### config.mk
export PLATFORM = sky130hd
export DESIGN_NAME = aib_cal_top
export DESIGN_NICKNAME = d
export VERILOG_FILES = /design/src/design/aib_cal_pkg.sv /design/src/design/aib_cal_top.sv /design/src/design/aib_tx_cal_seq.sv /design/src/design/aib_rx_cal_seq.sv /design/src/design/aib_osc_seq.sv /design/src/design/aib_bit_sync.sv
export SDC_FILE = /design/constraint.sdc
export NUM_CORES = 1
export LEC_CHECK = 0
export ABC_AREA = 1
export BUFFER_PORTS_ARGS = -buffer_cell sky130_fd_sc_hd__buf_2
export CAP_MARGIN = 20
export CORE_MARGIN = 2
export CORE_UTILIZATION = 25
export DETAILED_ROUTE_END_ITERATION = 10
export HOLD_SLACK_MARGIN = 0.1
export SLEW_MARGIN = 20
export SYNTH_ARGS = -nofsm -noshare
export SYNTH_HDL_FRONTEND = slang
export SYNTH_SLANG_ARGS = --single-unit
### constraint.sdc
create_clock -name osc_clk -period 1.5 [get_ports osc_clk]
set_input_delay 0.15 -clock osc_clk [delete_from_list [all_inputs] [get_ports osc_clk]]
set_output_delay 0.15 -clock osc_clk [all_outputs]
set_load 0.005 [all_outputs]
### src/design/aib_cal_pkg.sv
package aib_cal_pkg;

    // ========================================
    // Status synchronizer bank
    // ========================================
    localparam int SYNC_STAGES = 2;
    localparam int SYNC_W      = 11;

    // Bit positions in the synchronized status vector
    localparam int SYNC_CONFIG_DONE     = 0;
    localparam int SYNC_REM_OSC_EN      = 1;
    localparam int SYNC_REM_TX_REQ      = 2;
    localparam int SYNC_LOC_RX_REQ      = 3;
    localparam int SYNC_LOC_RX_LOCK     = 4;
    localparam int SYNC_REM_TX_CAL_DONE = 5;
    localparam int SYNC_REM_RX_REQ      = 6;
    localparam int SYNC_LOC_TX_REQ      = 7;
    localparam int SYNC_LOC_TX_CAL_DONE = 8;
    localparam int SYNC_REM_RX_LOCK     = 9;
    localparam int SYNC_REM_RX_XFER_EN  = 10;

    // ========================================
    // Oscillator hand-off FSM
    // ========================================
    localparam int OSC_STATE_W = 2;

    localparam logic [OSC_STATE_W-1:0] OSC_WAIT    = 2'd0;
    localparam logic [OSC_STATE_W-1:0] OSC_XFER_EN = 2'd1;
    localparam logic [OSC_STATE_W-1:0] OSC_ALIVE   = 2'd2;

    // ========================================
    // Calibration FSMs
    // ========================================
    localparam int CAL_STATE_W = 3;

    localparam logic [CAL_STATE_W-1:0] RXC_WAIT         = 3'd0;
    localparam logic [CAL_STATE_W-1:0] RXC_WAIT_REM_CAL = 3'd1;    // Remote TX doing DCC
    localparam logic [CAL_STATE_W-1:0] RXC_LOCK_REQ     = 3'd2;
    localparam logic [CAL_STATE_W-1:0] RXC_LOCKED       = 3'd3;
    localparam logic [CAL_STATE_W-1:0] RXC_XFER_EN      = 3'd4;

    localparam logic [CAL_STATE_W-1:0] TXC_WAIT          = 3'd0;
    localparam logic [CAL_STATE_W-1:0] TXC_CAL_REQ       = 3'd1;   // Local DCC running
    localparam logic [CAL_STATE_W-1:0] TXC_WAIT_REM_LOCK = 3'd2;
    localparam logic [CAL_STATE_W-1:0] TXC_WAIT_REM_XFER = 3'd3;
    localparam logic [CAL_STATE_W-1:0] TXC_XFER_EN       = 3'd4;

endpackage
### src/design/aib_cal_top.sv
`timescale 1ns/1ps

module aib_cal_top (
    input  logic osc_clk,
    input  logic ms_reset_n_sync,
    input  logic i_config_done,
    input  logic i_rem_osc_transfer_en,
    input  logic i_rem_tx_lock_req,
    input  logic i_loc_rx_lock_req,
    input  logic i_loc_rx_dll_lock,
    input  logic i_rem_tx_cal_done,
    input  logic i_rem_rx_lock_req,
    input  logic i_loc_tx_lock_req,
    input  logic i_loc_tx_cal_done,
    input  logic i_rem_rx_dll_lock,
    input  logic i_rem_rx_transfer_en,
    output logic o_osc_transfer_en,
    output logic o_osc_transfer_alive,
    output logic o_rx_async_rst,
    output logic o_rx_dll_lock_req,
    output logic o_rx_dll_lock,
    output logic o_rx_transfer_en,
    output logic o_tx_async_rst,
    output logic o_tx_dcc_cal_req,
    output logic o_tx_dcc_cal_done,
    output logic o_tx_transfer_en
);

    import aib_cal_pkg::*;

    logic [SYNC_W-1:0] status_async;
    logic [SYNC_W-1:0] status_sync;

    // ========================================
    // Status synchronizers
    // ========================================
    assign status_async = {i_rem_rx_transfer_en,   // SYNC_REM_RX_XFER_EN
                           i_rem_rx_dll_lock,
                           i_loc_tx_cal_done,
                           i_loc_tx_lock_req,
                           i_rem_rx_lock_req,
                           i_rem_tx_cal_done,
                           i_loc_rx_dll_lock,
                           i_loc_rx_lock_req,
                           i_rem_tx_lock_req,
                           i_rem_osc_transfer_en,
                           i_config_done};         // SYNC_CONFIG_DONE

    aib_bit_sync u_bit_sync (
        .osc_clk         (osc_clk),
        .ms_reset_n_sync (ms_reset_n_sync),
        .i_async         (status_async),
        .o_sync          (status_sync)
    );

    // ========================================
    // Sequencers
    // ========================================
    aib_osc_seq u_osc_seq (
        .osc_clk               (osc_clk),
        .ms_reset_n_sync       (ms_reset_n_sync),
        .i_config_done         (status_sync[SYNC_CONFIG_DONE]),
        .i_rem_osc_transfer_en (status_sync[SYNC_REM_OSC_EN]),
        .o_osc_transfer_en     (o_osc_transfer_en),
        .o_osc_transfer_alive  (o_osc_transfer_alive)
    );

    aib_rx_cal_seq u_rx_cal_seq (
        .osc_clk           (osc_clk),
        .ms_reset_n_sync   (ms_reset_n_sync),
        .i_osc_alive       (o_osc_transfer_alive),
        .i_rem_tx_req      (status_sync[SYNC_REM_TX_REQ]),
        .i_loc_rx_req      (status_sync[SYNC_LOC_RX_REQ]),
        .i_rem_tx_cal_done (status_sync[SYNC_REM_TX_CAL_DONE]),
        .i_loc_rx_dll_lock (status_sync[SYNC_LOC_RX_LOCK]),
        .o_rx_async_rst    (o_rx_async_rst),
        .o_rx_dll_lock_req (o_rx_dll_lock_req),
        .o_rx_dll_lock     (o_rx_dll_lock),
        .o_rx_transfer_en  (o_rx_transfer_en)
    );

    aib_tx_cal_seq u_tx_cal_seq (
        .osc_clk              (osc_clk),
        .ms_reset_n_sync      (ms_reset_n_sync),
        .i_osc_alive          (o_osc_transfer_alive),
        .i_rem_rx_req         (status_sync[SYNC_REM_RX_REQ]),
        .i_loc_tx_req         (status_sync[SYNC_LOC_TX_REQ]),
        .i_loc_tx_cal_done    (status_sync[SYNC_LOC_TX_CAL_DONE]),
        .i_rem_rx_dll_lock    (status_sync[SYNC_REM_RX_LOCK]),
        .i_rem_rx_transfer_en (status_sync[SYNC_REM_RX_XFER_EN]),
        .o_tx_async_rst       (o_tx_async_rst),
        .o_tx_dcc_cal_req     (o_tx_dcc_cal_req),
        .o_tx_dcc_cal_done    (o_tx_dcc_cal_done),
        .o_tx_transfer_en     (o_tx_transfer_en)
    );

endmodule

### src/design/aib_tx_cal_seq.sv
`timescale 1ns/1ps

module aib_tx_cal_seq (
    input  logic osc_clk,
    input  logic ms_reset_n_sync,
    input  logic i_osc_alive,
    input  logic i_rem_rx_req,
    input  logic i_loc_tx_req,
    input  logic i_loc_tx_cal_done,
    input  logic i_rem_rx_dll_lock,
    input  logic i_rem_rx_transfer_en,
    output logic o_tx_async_rst,
    output logic o_tx_dcc_cal_req,
    output logic o_tx_dcc_cal_done,
    output logic o_tx_transfer_en
);

    import aib_cal_pkg::*;

    logic [CAL_STATE_W-1:0] state_q;
    logic [CAL_STATE_W-1:0] state_d;
    logic                   req_both;

    assign req_both = i_rem_rx_req & i_loc_tx_req;

    // ========================================
    // Next state
    // ========================================
    always_comb begin
        state_d = state_q;
        case (state_q)
            TXC_WAIT: begin
                if (i_osc_alive && req_both) begin
                    state_d = TXC_CAL_REQ;
                end
            end
            TXC_CAL_REQ: begin
                if (i_loc_tx_cal_done) begin
                    state_d = TXC_WAIT_REM_LOCK;           // Local DCC finished
                end
            end
            TXC_WAIT_REM_LOCK: begin
                if (i_rem_rx_dll_lock) begin
                    state_d = TXC_WAIT_REM_XFER;
                end
            end
            TXC_WAIT_REM_XFER: begin
                if (i_rem_rx_transfer_en) begin
                    state_d = TXC_XFER_EN;                 // Remote RX is open
                end
            end
            TXC_XFER_EN: begin
                state_d = TXC_XFER_EN;
            end
            default: begin
                state_d = TXC_WAIT;
            end
        endcase

        if (state_q != TXC_WAIT && !req_both) begin
            state_d = TXC_WAIT;                            // Request lost
        end
    end

    // ========================================
    // State and output flops
    // ========================================
    always_ff @(posedge osc_clk or negedge ms_reset_n_sync) begin
        if (!ms_reset_n_sync) begin
            state_q           <= TXC_WAIT;
            o_tx_async_rst    <= 1'b0;
            o_tx_dcc_cal_req  <= 1'b0;
            o_tx_dcc_cal_done <= 1'b0;
            o_tx_transfer_en  <= 1'b0;
        end else begin
            state_q           <= state_d;
            o_tx_async_rst    <= (state_q != TXC_WAIT);
            o_tx_dcc_cal_req  <= state_q inside {TXC_CAL_REQ, TXC_WAIT_REM_LOCK,
                                                 TXC_WAIT_REM_XFER, TXC_XFER_EN};
            o_tx_dcc_cal_done <= state_q inside {TXC_WAIT_REM_LOCK, TXC_WAIT_REM_XFER,
                                                 TXC_XFER_EN};
            o_tx_transfer_en  <= (state_q == TXC_XFER_EN);
        end
    end

    // Transfer enable only rises after a cycle of done
    a_xfer_after_done: assert property (
        @(posedge osc_clk) disable iff (!ms_reset_n_sync)
        $rose(o_tx_transfer_en) |-> $past(o_tx_dcc_cal_done) && o_tx_dcc_cal_done
    );

    // Done follows at least one cycle of request
    a_done_after_req: assert property (
        @(posedge osc_clk) disable iff (!ms_reset_n_sync)
        $rose(o_tx_dcc_cal_done) |-> $past(o_tx_dcc_cal_req) && o_tx_dcc_cal_req
    );

endmodule

### src/design/aib_rx_cal_seq.sv
`timescale 1ns/1ps

module aib_rx_cal_seq (
    input  logic osc_clk,
    input  logic ms_reset_n_sync,
    input  logic i_osc_alive,
    input  logic i_rem_tx_req,
    input  logic i_loc_rx_req,
    input  logic i_rem_tx_cal_done,
    input  logic i_loc_rx_dll_lock,
    output logic o_rx_async_rst,
    output logic o_rx_dll_lock_req,
    output logic o_rx_dll_lock,
    output logic o_rx_transfer_en
);

    import aib_cal_pkg::*;

    logic [CAL_STATE_W-1:0] state_q;
    logic [CAL_STATE_W-1:0] state_d;
    logic                   req_both;

    assign req_both = i_rem_tx_req & i_loc_rx_req;         // Both ends want the link

    // ========================================
    // Next state
    // ========================================
    always_comb begin
        state_d = state_q;
        case (state_q)
            RXC_WAIT: begin
                if (i_osc_alive && req_both) begin
                    state_d = RXC_WAIT_REM_CAL;
                end
            end
            RXC_WAIT_REM_CAL: begin
                if (i_rem_tx_cal_done) begin
                    state_d = RXC_LOCK_REQ;                // Remote DCC finished
                end
            end
            RXC_LOCK_REQ: begin
                if (i_loc_rx_dll_lock) begin
                    state_d = RXC_LOCKED;
                end
            end
            RXC_LOCKED: begin
                state_d = RXC_XFER_EN;
            end
            RXC_XFER_EN: begin
                state_d = RXC_XFER_EN;
            end
            default: begin
                state_d = RXC_WAIT;
            end
        endcase

        // A dropped request aborts the sequence from any active state
        if (state_q != RXC_WAIT && !req_both) begin
            state_d = RXC_WAIT;
        end
    end

    // ========================================
    // State and output flops
    // ========================================
    always_ff @(posedge osc_clk or negedge ms_reset_n_sync) begin
        if (!ms_reset_n_sync) begin
            state_q           <= RXC_WAIT;
            o_rx_async_rst    <= 1'b0;
            o_rx_dll_lock_req <= 1'b0;
            o_rx_dll_lock     <= 1'b0;
            o_rx_transfer_en  <= 1'b0;
        end else begin
            state_q           <= state_d;
            o_rx_async_rst    <= (state_q != RXC_WAIT);    // Release of RX reset
            o_rx_dll_lock_req <= state_q inside {RXC_LOCK_REQ, RXC_LOCKED, RXC_XFER_EN};
            o_rx_dll_lock     <= state_q inside {RXC_LOCKED, RXC_XFER_EN};
            o_rx_transfer_en  <= (state_q == RXC_XFER_EN);
        end
    end

    // Lock only rises after a cycle of lock request
    a_lock_after_req: assert property (
        @(posedge osc_clk) disable iff (!ms_reset_n_sync)
        $rose(o_rx_dll_lock) |-> $past(o_rx_dll_lock_req) && o_rx_dll_lock_req
    );

    // Lock must already be up the cycle before transfer enable rises
    a_xfer_after_lock: assert property (
        @(posedge osc_clk) disable iff (!ms_reset_n_sync)
        $rose(o_rx_transfer_en) |-> $past(o_rx_dll_lock) && o_rx_dll_lock
    );

endmodule

### src/design/aib_osc_seq.sv
`timescale 1ns/1ps

module aib_osc_seq (
    input  logic osc_clk,
    input  logic ms_reset_n_sync,
    input  logic i_config_done,
    input  logic i_rem_osc_transfer_en,
    output logic o_osc_transfer_en,
    output logic o_osc_transfer_alive
);

    import aib_cal_pkg::*;

    logic [OSC_STATE_W-1:0] state_q;
    logic [OSC_STATE_W-1:0] state_d;

    // ========================================
    // Next state
    // ========================================
    always_comb begin
        state_d = state_q;
        case (state_q)
            OSC_WAIT: begin
                state_d = OSC_XFER_EN;
            end
            OSC_XFER_EN: begin
                if (i_rem_osc_transfer_en) begin
                    state_d = OSC_ALIVE;                   // Far side saw our clock
                end
            end
            OSC_ALIVE: begin
                state_d = OSC_ALIVE;
            end
            default: begin
                state_d = OSC_WAIT;
            end
        endcase
        if (!i_config_done) begin
            state_d = OSC_WAIT;                            // Config withdrawn
        end
    end

    // ========================================
    // State and output flops
    // ========================================
    always_ff @(posedge osc_clk or negedge ms_reset_n_sync) begin
        if (!ms_reset_n_sync) begin
            state_q              <= OSC_WAIT;
            o_osc_transfer_en    <= 1'b0;
            o_osc_transfer_alive <= 1'b0;
        end else begin
            state_q              <= state_d;
            o_osc_transfer_en    <= state_q inside {OSC_XFER_EN, OSC_ALIVE};
            o_osc_transfer_alive <= (state_q == OSC_ALIVE);
        end
    end

    // Alive only rises out of enable
    a_alive_after_en: assert property (
        @(posedge osc_clk) disable iff (!ms_reset_n_sync)
        $rose(o_osc_transfer_alive) |-> $past(o_osc_transfer_en) && o_osc_transfer_en
    );

endmodule

### src/design/aib_bit_sync.sv
`timescale 1ns/1ps

module aib_bit_sync (
    input  logic                            osc_clk,
    input  logic                            ms_reset_n_sync,
    input  logic [aib_cal_pkg::SYNC_W-1:0]  i_async,
    output logic [aib_cal_pkg::SYNC_W-1:0]  o_sync
);

    import aib_cal_pkg::*;

    // One row per stage, one column per status bit
    logic [SYNC_W-1:0] sync_q [SYNC_STAGES];

    // ========================================
    // Flop chains
    // ========================================
    always_ff @(posedge osc_clk or negedge ms_reset_n_sync) begin
        if (!ms_reset_n_sync) begin
            for (int i = 0; i < SYNC_STAGES; i++) begin
                sync_q[i] <= '0;
            end
        end else begin
            sync_q[0] <= i_async;                          // May go metastable
            for (int i = 1; i < SYNC_STAGES; i++) begin
                sync_q[i] <= sync_q[i-1];
            end
        end
    end

    assign o_sync = sync_q[SYNC_STAGES-1];                 // Settled levels

endmodule

# Yosys cells after proc, flatten, opt, wreduce, memory -nomap -nowiden
# Index checks and enable logic that the tools add are counted.
# W data, S select, Z words.
# word_totals
reg_bits	40
input_bits	13
out_inout_bits	10
elab_cells	68
# op_classes
eq_ne	18
muxes	14
n_bitwise	2
reduce_logical	19
# op_table
op	count
$mux W3	9
$ne A3 B2 Y1 const B	5
$pmux W3 S5	1
$eq A3 B2 Y1 const B	4
$pmux W3 S4	1
$reduce_bool A3 Y1	4
$eq A3 B1 Y1 const B	2
$eq A3 B3 Y1 const B	2
$logic_not A3 Y1	2
$ne A3 B1 Y1 const B	2
$pmux W2 S3	1
$logic_and A1 B1 Y1	4
$mux W2	2
$reduce_and A4 Y1	1
$reduce_bool A2 Y1	2
$reduce_bool A4 Y1	1
$ne A3 B3 Y1 const B	1
$reduce_and A3 Y1	1
$and A1 B1 Y1	2
$eq A2 B1 Y1 const B	1
$eq A2 B2 Y1 const B	1
$logic_not A1 Y1	2
$logic_not A2 Y1	1
$reduce_or A2 Y1	1

# Depth between registers and ports, before layout
# depth
ltp_word	5
mapped_depth	7
depth_no_buf	7

# Hierarchy
# A second synthesis with hierarchy kept.
# unflattened
hier_cells	145
hier_area_um2	1526.5
# by_module_without_submodules
mod	n_inst	cells_each	area_per_inst_um2	seq_area_each_um2
aib_bit_sync	1	33	633.1	550.5
aib_tx_cal_seq	1	49	362.8	175.2
aib_rx_cal_seq	1	42	334.1	175.2
aib_osc_seq	1	21	196.4	100.1

# Worst setup path before layout
# Ideal clock, no wire load.
# synth_timing
path_type	register to register
from	register u_tx_cal_seq.state_q[1]
to	register u_tx_cal_seq.state_q[1]
setup_ns	0.117
t_arrival_ns	0.953
required_ns	1.383
path_slack_ns	0.430
path_stages_with_launch	7
n_path_buf	0
synth_period_minus_slack_ns	1.070
cell_sequence	dfrtp_1 nor2_2 nand2_4 nor2_2 a21oi_4 nand3_1 nand2_1
# synth_via
elab_chain_len	4
word_cells_on_any_way	14
classes_between	eq/ne (8); mux (2); reduce/logical (4)
# synth_rtl
element	line_no	source
start: declaration	aib_tx_cal_seq.sv:20	logic [CAL_STATE_W-1:0] state_q;
start signal: assignment	aib_tx_cal_seq.sv:76	state_q <= state_d;
$reduce_bool A3 Y1	aib_tx_cal_seq.sv:60	if (state_q != TXC_WAIT && !req_both) begin
$logic_and A1 B1 Y1	aib_tx_cal_seq.sv:60	
$ne A3 B1 Y1 (no source line) or $ne A3 B2 Y1 (tied branches)	--	
$reduce_and A4 Y1 (no source line)	--	
# Parallel ways exist; a longest one is shown, timed or not.
# A chain may end at the register's enable or synchronous reset.

# Worst setup path in the final report
# Ends and elaborated chain as after synthesis.

==> impl_metrics.csv <==
group,metric,value,unit
yosys,synthMuxAreaShare,0,%
yosys,ys_ff_latch,40,
yosys,synthCells,120,
flow_run,maxCapViolations,0,
finish,n_antenna_cell,0,
worst_setup_path,critical_path_class,"flip-flop to flip-flop",
timing,slew_headroom,71.9,%
timing,finalHoldViolations,0,
power_and_ir_drop,switchingPower,934,µW
drt,dr_total_vias,921,
placement,pre_cts_slack,335,ps
drt,drc,0,
worst_setup_path,cp.arrival,1360,ps
yosys,ys_types,19,
yosys,synth_top_family_by_area,"simple AND/OR/NAND/NOR gates",
yosys,synthesis.area,0.00142,mm²
power_and_ir_drop,pwr_density_cell,1630,mW/mm²
floorplanning,die_w,79.2,µm
placement,port_buffers,22,
finish,seq_area,0.00100,mm²
floorplanning,std_cell_rows,27,
timing,period_share,78.8,%
timing,whs,324,ps
placement,placedInstanceArea,0.00164,mm²
drt,routedWlPerCell,9.32,µm
floorplanning,die_h,79.2,µm
global_route,antenna_found_initial,0,
global_route,grt-ovfl-total,0,
finish,nNetsFinal,178,
yosys,syn_avg_cell_area,11.8,µm²
worst_setup_path,endpoint_kind,"flip-flop",
clock_network,tritoncts,"done",
yosys,synth_simple_gate_area_share,16.2,%
drt,routed_wl,2190,µm
clock_network,clockRootBuffer,"clkbuf_8",
finish,fill_cells,564,
timing,grt_setup_unrepaired,"false",
outcome,status,"finished clean",
clock_network,cts_made_buffers,5,
placement,hpwl,1540,µm
timing,fmax,0.846,GHz
floorplanning,ioPinCount,23,
clock_network,htree_levels,2,
finish,fin_util,34.0,%
floorplanning,dieArea,0.00628,mm²
yosys,synth_xor_area_share,0,%
clock_network,cts.sink_count,40,
finish,layout-drive-gt1-share,25.8,%
timing,tightest_slew,421,ps
power_and_ir_drop,clockPowerShare,27.9,%
timing,timing.final.ws_setup,318,ps
finish,syn_to_final_growth,31.7,%
floorplanning,initial_utilization,25.9,%
clock_network,clkTransAtPathRegs,70,ps
yosys,ys_warn_count,0,
power_and_ir_drop,p_total,3.04,mW
power_and_ir_drop,p_int,2.10,mW
yosys,seq_area_frac_synth,70.7,%
yosys,synthAdderAreaFrac,2.65,%
placement,dp_cells,215,
finish,multi_input_area,347,µm²
power_and_ir_drop,peakVddDrop,0.000605,V
finish,instances_no_fill,235,
drt,drtIter0Drc,70,
yosys,synth_compound_area_share,5.66,%
power_and_ir_drop,seq_power_share,46.0,%
timing,fin_worst_skew,5.10,ps
finish,design_area,0.00186,mm²
timing,setup_tns,0,ps
global_route,track_usage,8.29,%
power_and_ir_drop,p_leak,0.933,nW
min_path,worstHoldPathType,"input pin to asynchronous set/reset pin",
drt,dr.pass1.iters,4,
worst_setup_path,worst-path-max-fanout,6,
yosys,syn_nets,136,
power_and_ir_drop,switching_share,30.8,%
timing,maxSlewViolCount,0,
drt,ant_nets,0,
worst_setup_path,start_kind,"flip-flop",
global_route,first_global_vias,930,
global_route,grt_max_degree,24,
floorplanning,core_area,0.00547,mm²
power_and_ir_drop,combinationalPowerShare,26.1,%
timing,setup_viol,0,
timing,finalCriticalPeriod,1180,ps
global_route,grt_pass1_wl,3930,µm
worst_setup_path,worstPathRequired,1680,ps
drt,vias_per_cell,3.92,
clock_network,insertion_delay,280,ps
placement,gp_congestion,0.731,
clock_network,clockBufferDepth,2,
-- critical path, stage by stage (launching register included) --
cell and delay [ps]:
dfrtp_1 450, nor2_2 90, nand2_4 90, nand2_4 70, a21oi_4 180, nand2_2 80, nand2_1 60, nand2_1 50
-- sequential cells by signal (all words and copies together) (netlist names) --
name / flops
u_bit_sync.o_sync: 11
u_bit_sync.sync_q: 11
u_rx_cal_seq.state_q: 3
u_tx_cal_seq.state_q: 3
u_osc_seq.state_q: 2
u_osc_seq.o_osc_transfer_alive: 1
u_osc_seq.o_osc_transfer_en: 1
u_rx_cal_seq.o_rx_async_rst: 1
u_rx_cal_seq.o_rx_dll_lock: 1
u_rx_cal_seq.o_rx_dll_lock_req: 1
u_rx_cal_seq.o_rx_transfer_en: 1
u_tx_cal_seq.o_tx_async_rst: 1
u_tx_cal_seq.o_tx_dcc_cal_done: 1
u_tx_cal_seq.o_tx_dcc_cal_req: 1
u_tx_cal_seq.o_tx_transfer_en: 1
-- routing by layer --
layer	global-route usage, %	vias to the layer above	share of wire, %
met5	0	-	0
met4	5.34	0	3.7
met2	12.3	26	43
met3	3.07	10	5.8
met1	10.1	426	47
li1	-	459	-
-- area by class of cell --
type / instances / area share (%)
clock buffer: 6 / 3.90
inverter: 18 / 3.63
clock inverter: 2 / 1.88
sequential: 40 / 53.7
tap: 72 / 4.84
timing repair buffer: 35 / 13.4
multi-input combinational: 62 / 18.6
-- layout by cell type, fill, tap and decap left out, drive strengths merged --
cell	count
a21oi	1
a31oi	1
buf	23
bufinv	1
clkbuf	6
clkinv	1
dfrtp	40
dlygate4sd3	12
ha	3
inv	18
nand2	24
nand3	9
nand3b	2
nand4	2
nor2	11
o211ai	1
o21ai	7
o31ai	1
-- cells by family after synthesis --
| family | count (synthesis) |
|---|---|
| AND/OR/NAND/NOR | 48 |
| flip-flops | 40 |
| buffers and inverters | 18 |
| AO/OA/AOI/OAI | 11 |
| adder cells (fa/ha/maj) | 3 |
-- what timing repair did --
item / in CTS / in global routing
setup buffers: 0 / 0
endpoints found under the hold margin: 28 / 0
resized for setup: 0 / 0
hold buffers: 12 / 0
-- synthesized netlist by cell type, drive strengths merged --
cell type  number  area (µm²)
a31oi           1        6.26
ha              3        37.5
nor2           11        46.3
nand3           9        45.0
o31ai           1        7.51
o211ai          1        7.51
nand4           2        12.5
dfrtp          40        1000
a21oi           1        16.3
nand3b          2        15.0
inv            18        67.6
o21ai           7        42.5
nand2          24         110
-- final timing paths --
kind	slack, ps	endpoint	from	cells after the start
setup / recovery	320	u_tx_cal_seq.state_q[1]$_DFFE_PN0P_	u_tx_cal_seq.state_q[1]$_DFFE_PN0P_	7
hold / removal	320	u_bit_sync.o_sync[9]$_DFF_PN0_	ms_reset_n_sync	2
setup reg to reg	320	u_tx_cal_seq.state_q[1]$_DFFE_PN0P_	u_tx_cal_seq.state_q[1]$_DFFE_PN0P_	7
hold reg to reg	340	u_bit_sync.o_sync[8]$_DFF_PN0_	u_bit_sync.sync_q[19]$_DFF_PN0_	0
max in group asynchronous	710	u_bit_sync.sync_q[18]$_DFF_PN0_	ms_reset_n_sync	3
min in group osc_clk	340	u_bit_sync.o_sync[8]$_DFF_PN0_	u_bit_sync.sync_q[19]$_DFF_PN0_	0
-- power groups by stage --
stage | Sequential (mW) | Clock [mW] | Combinational (mW)
after floorplan | 1.41 | 0 | 0.532
after global placement | 1.41 | 0 | 0.771
after detailed placement | 1.42 | 0 | 0.778
after CTS | 1.40 | 0.883 | 0.810
after global routing | 1.42 | 0.936 | 0.922
final | 1.39 | 0.847 | 0.794
Note: power is estimated with default switching activity, not from simulation.
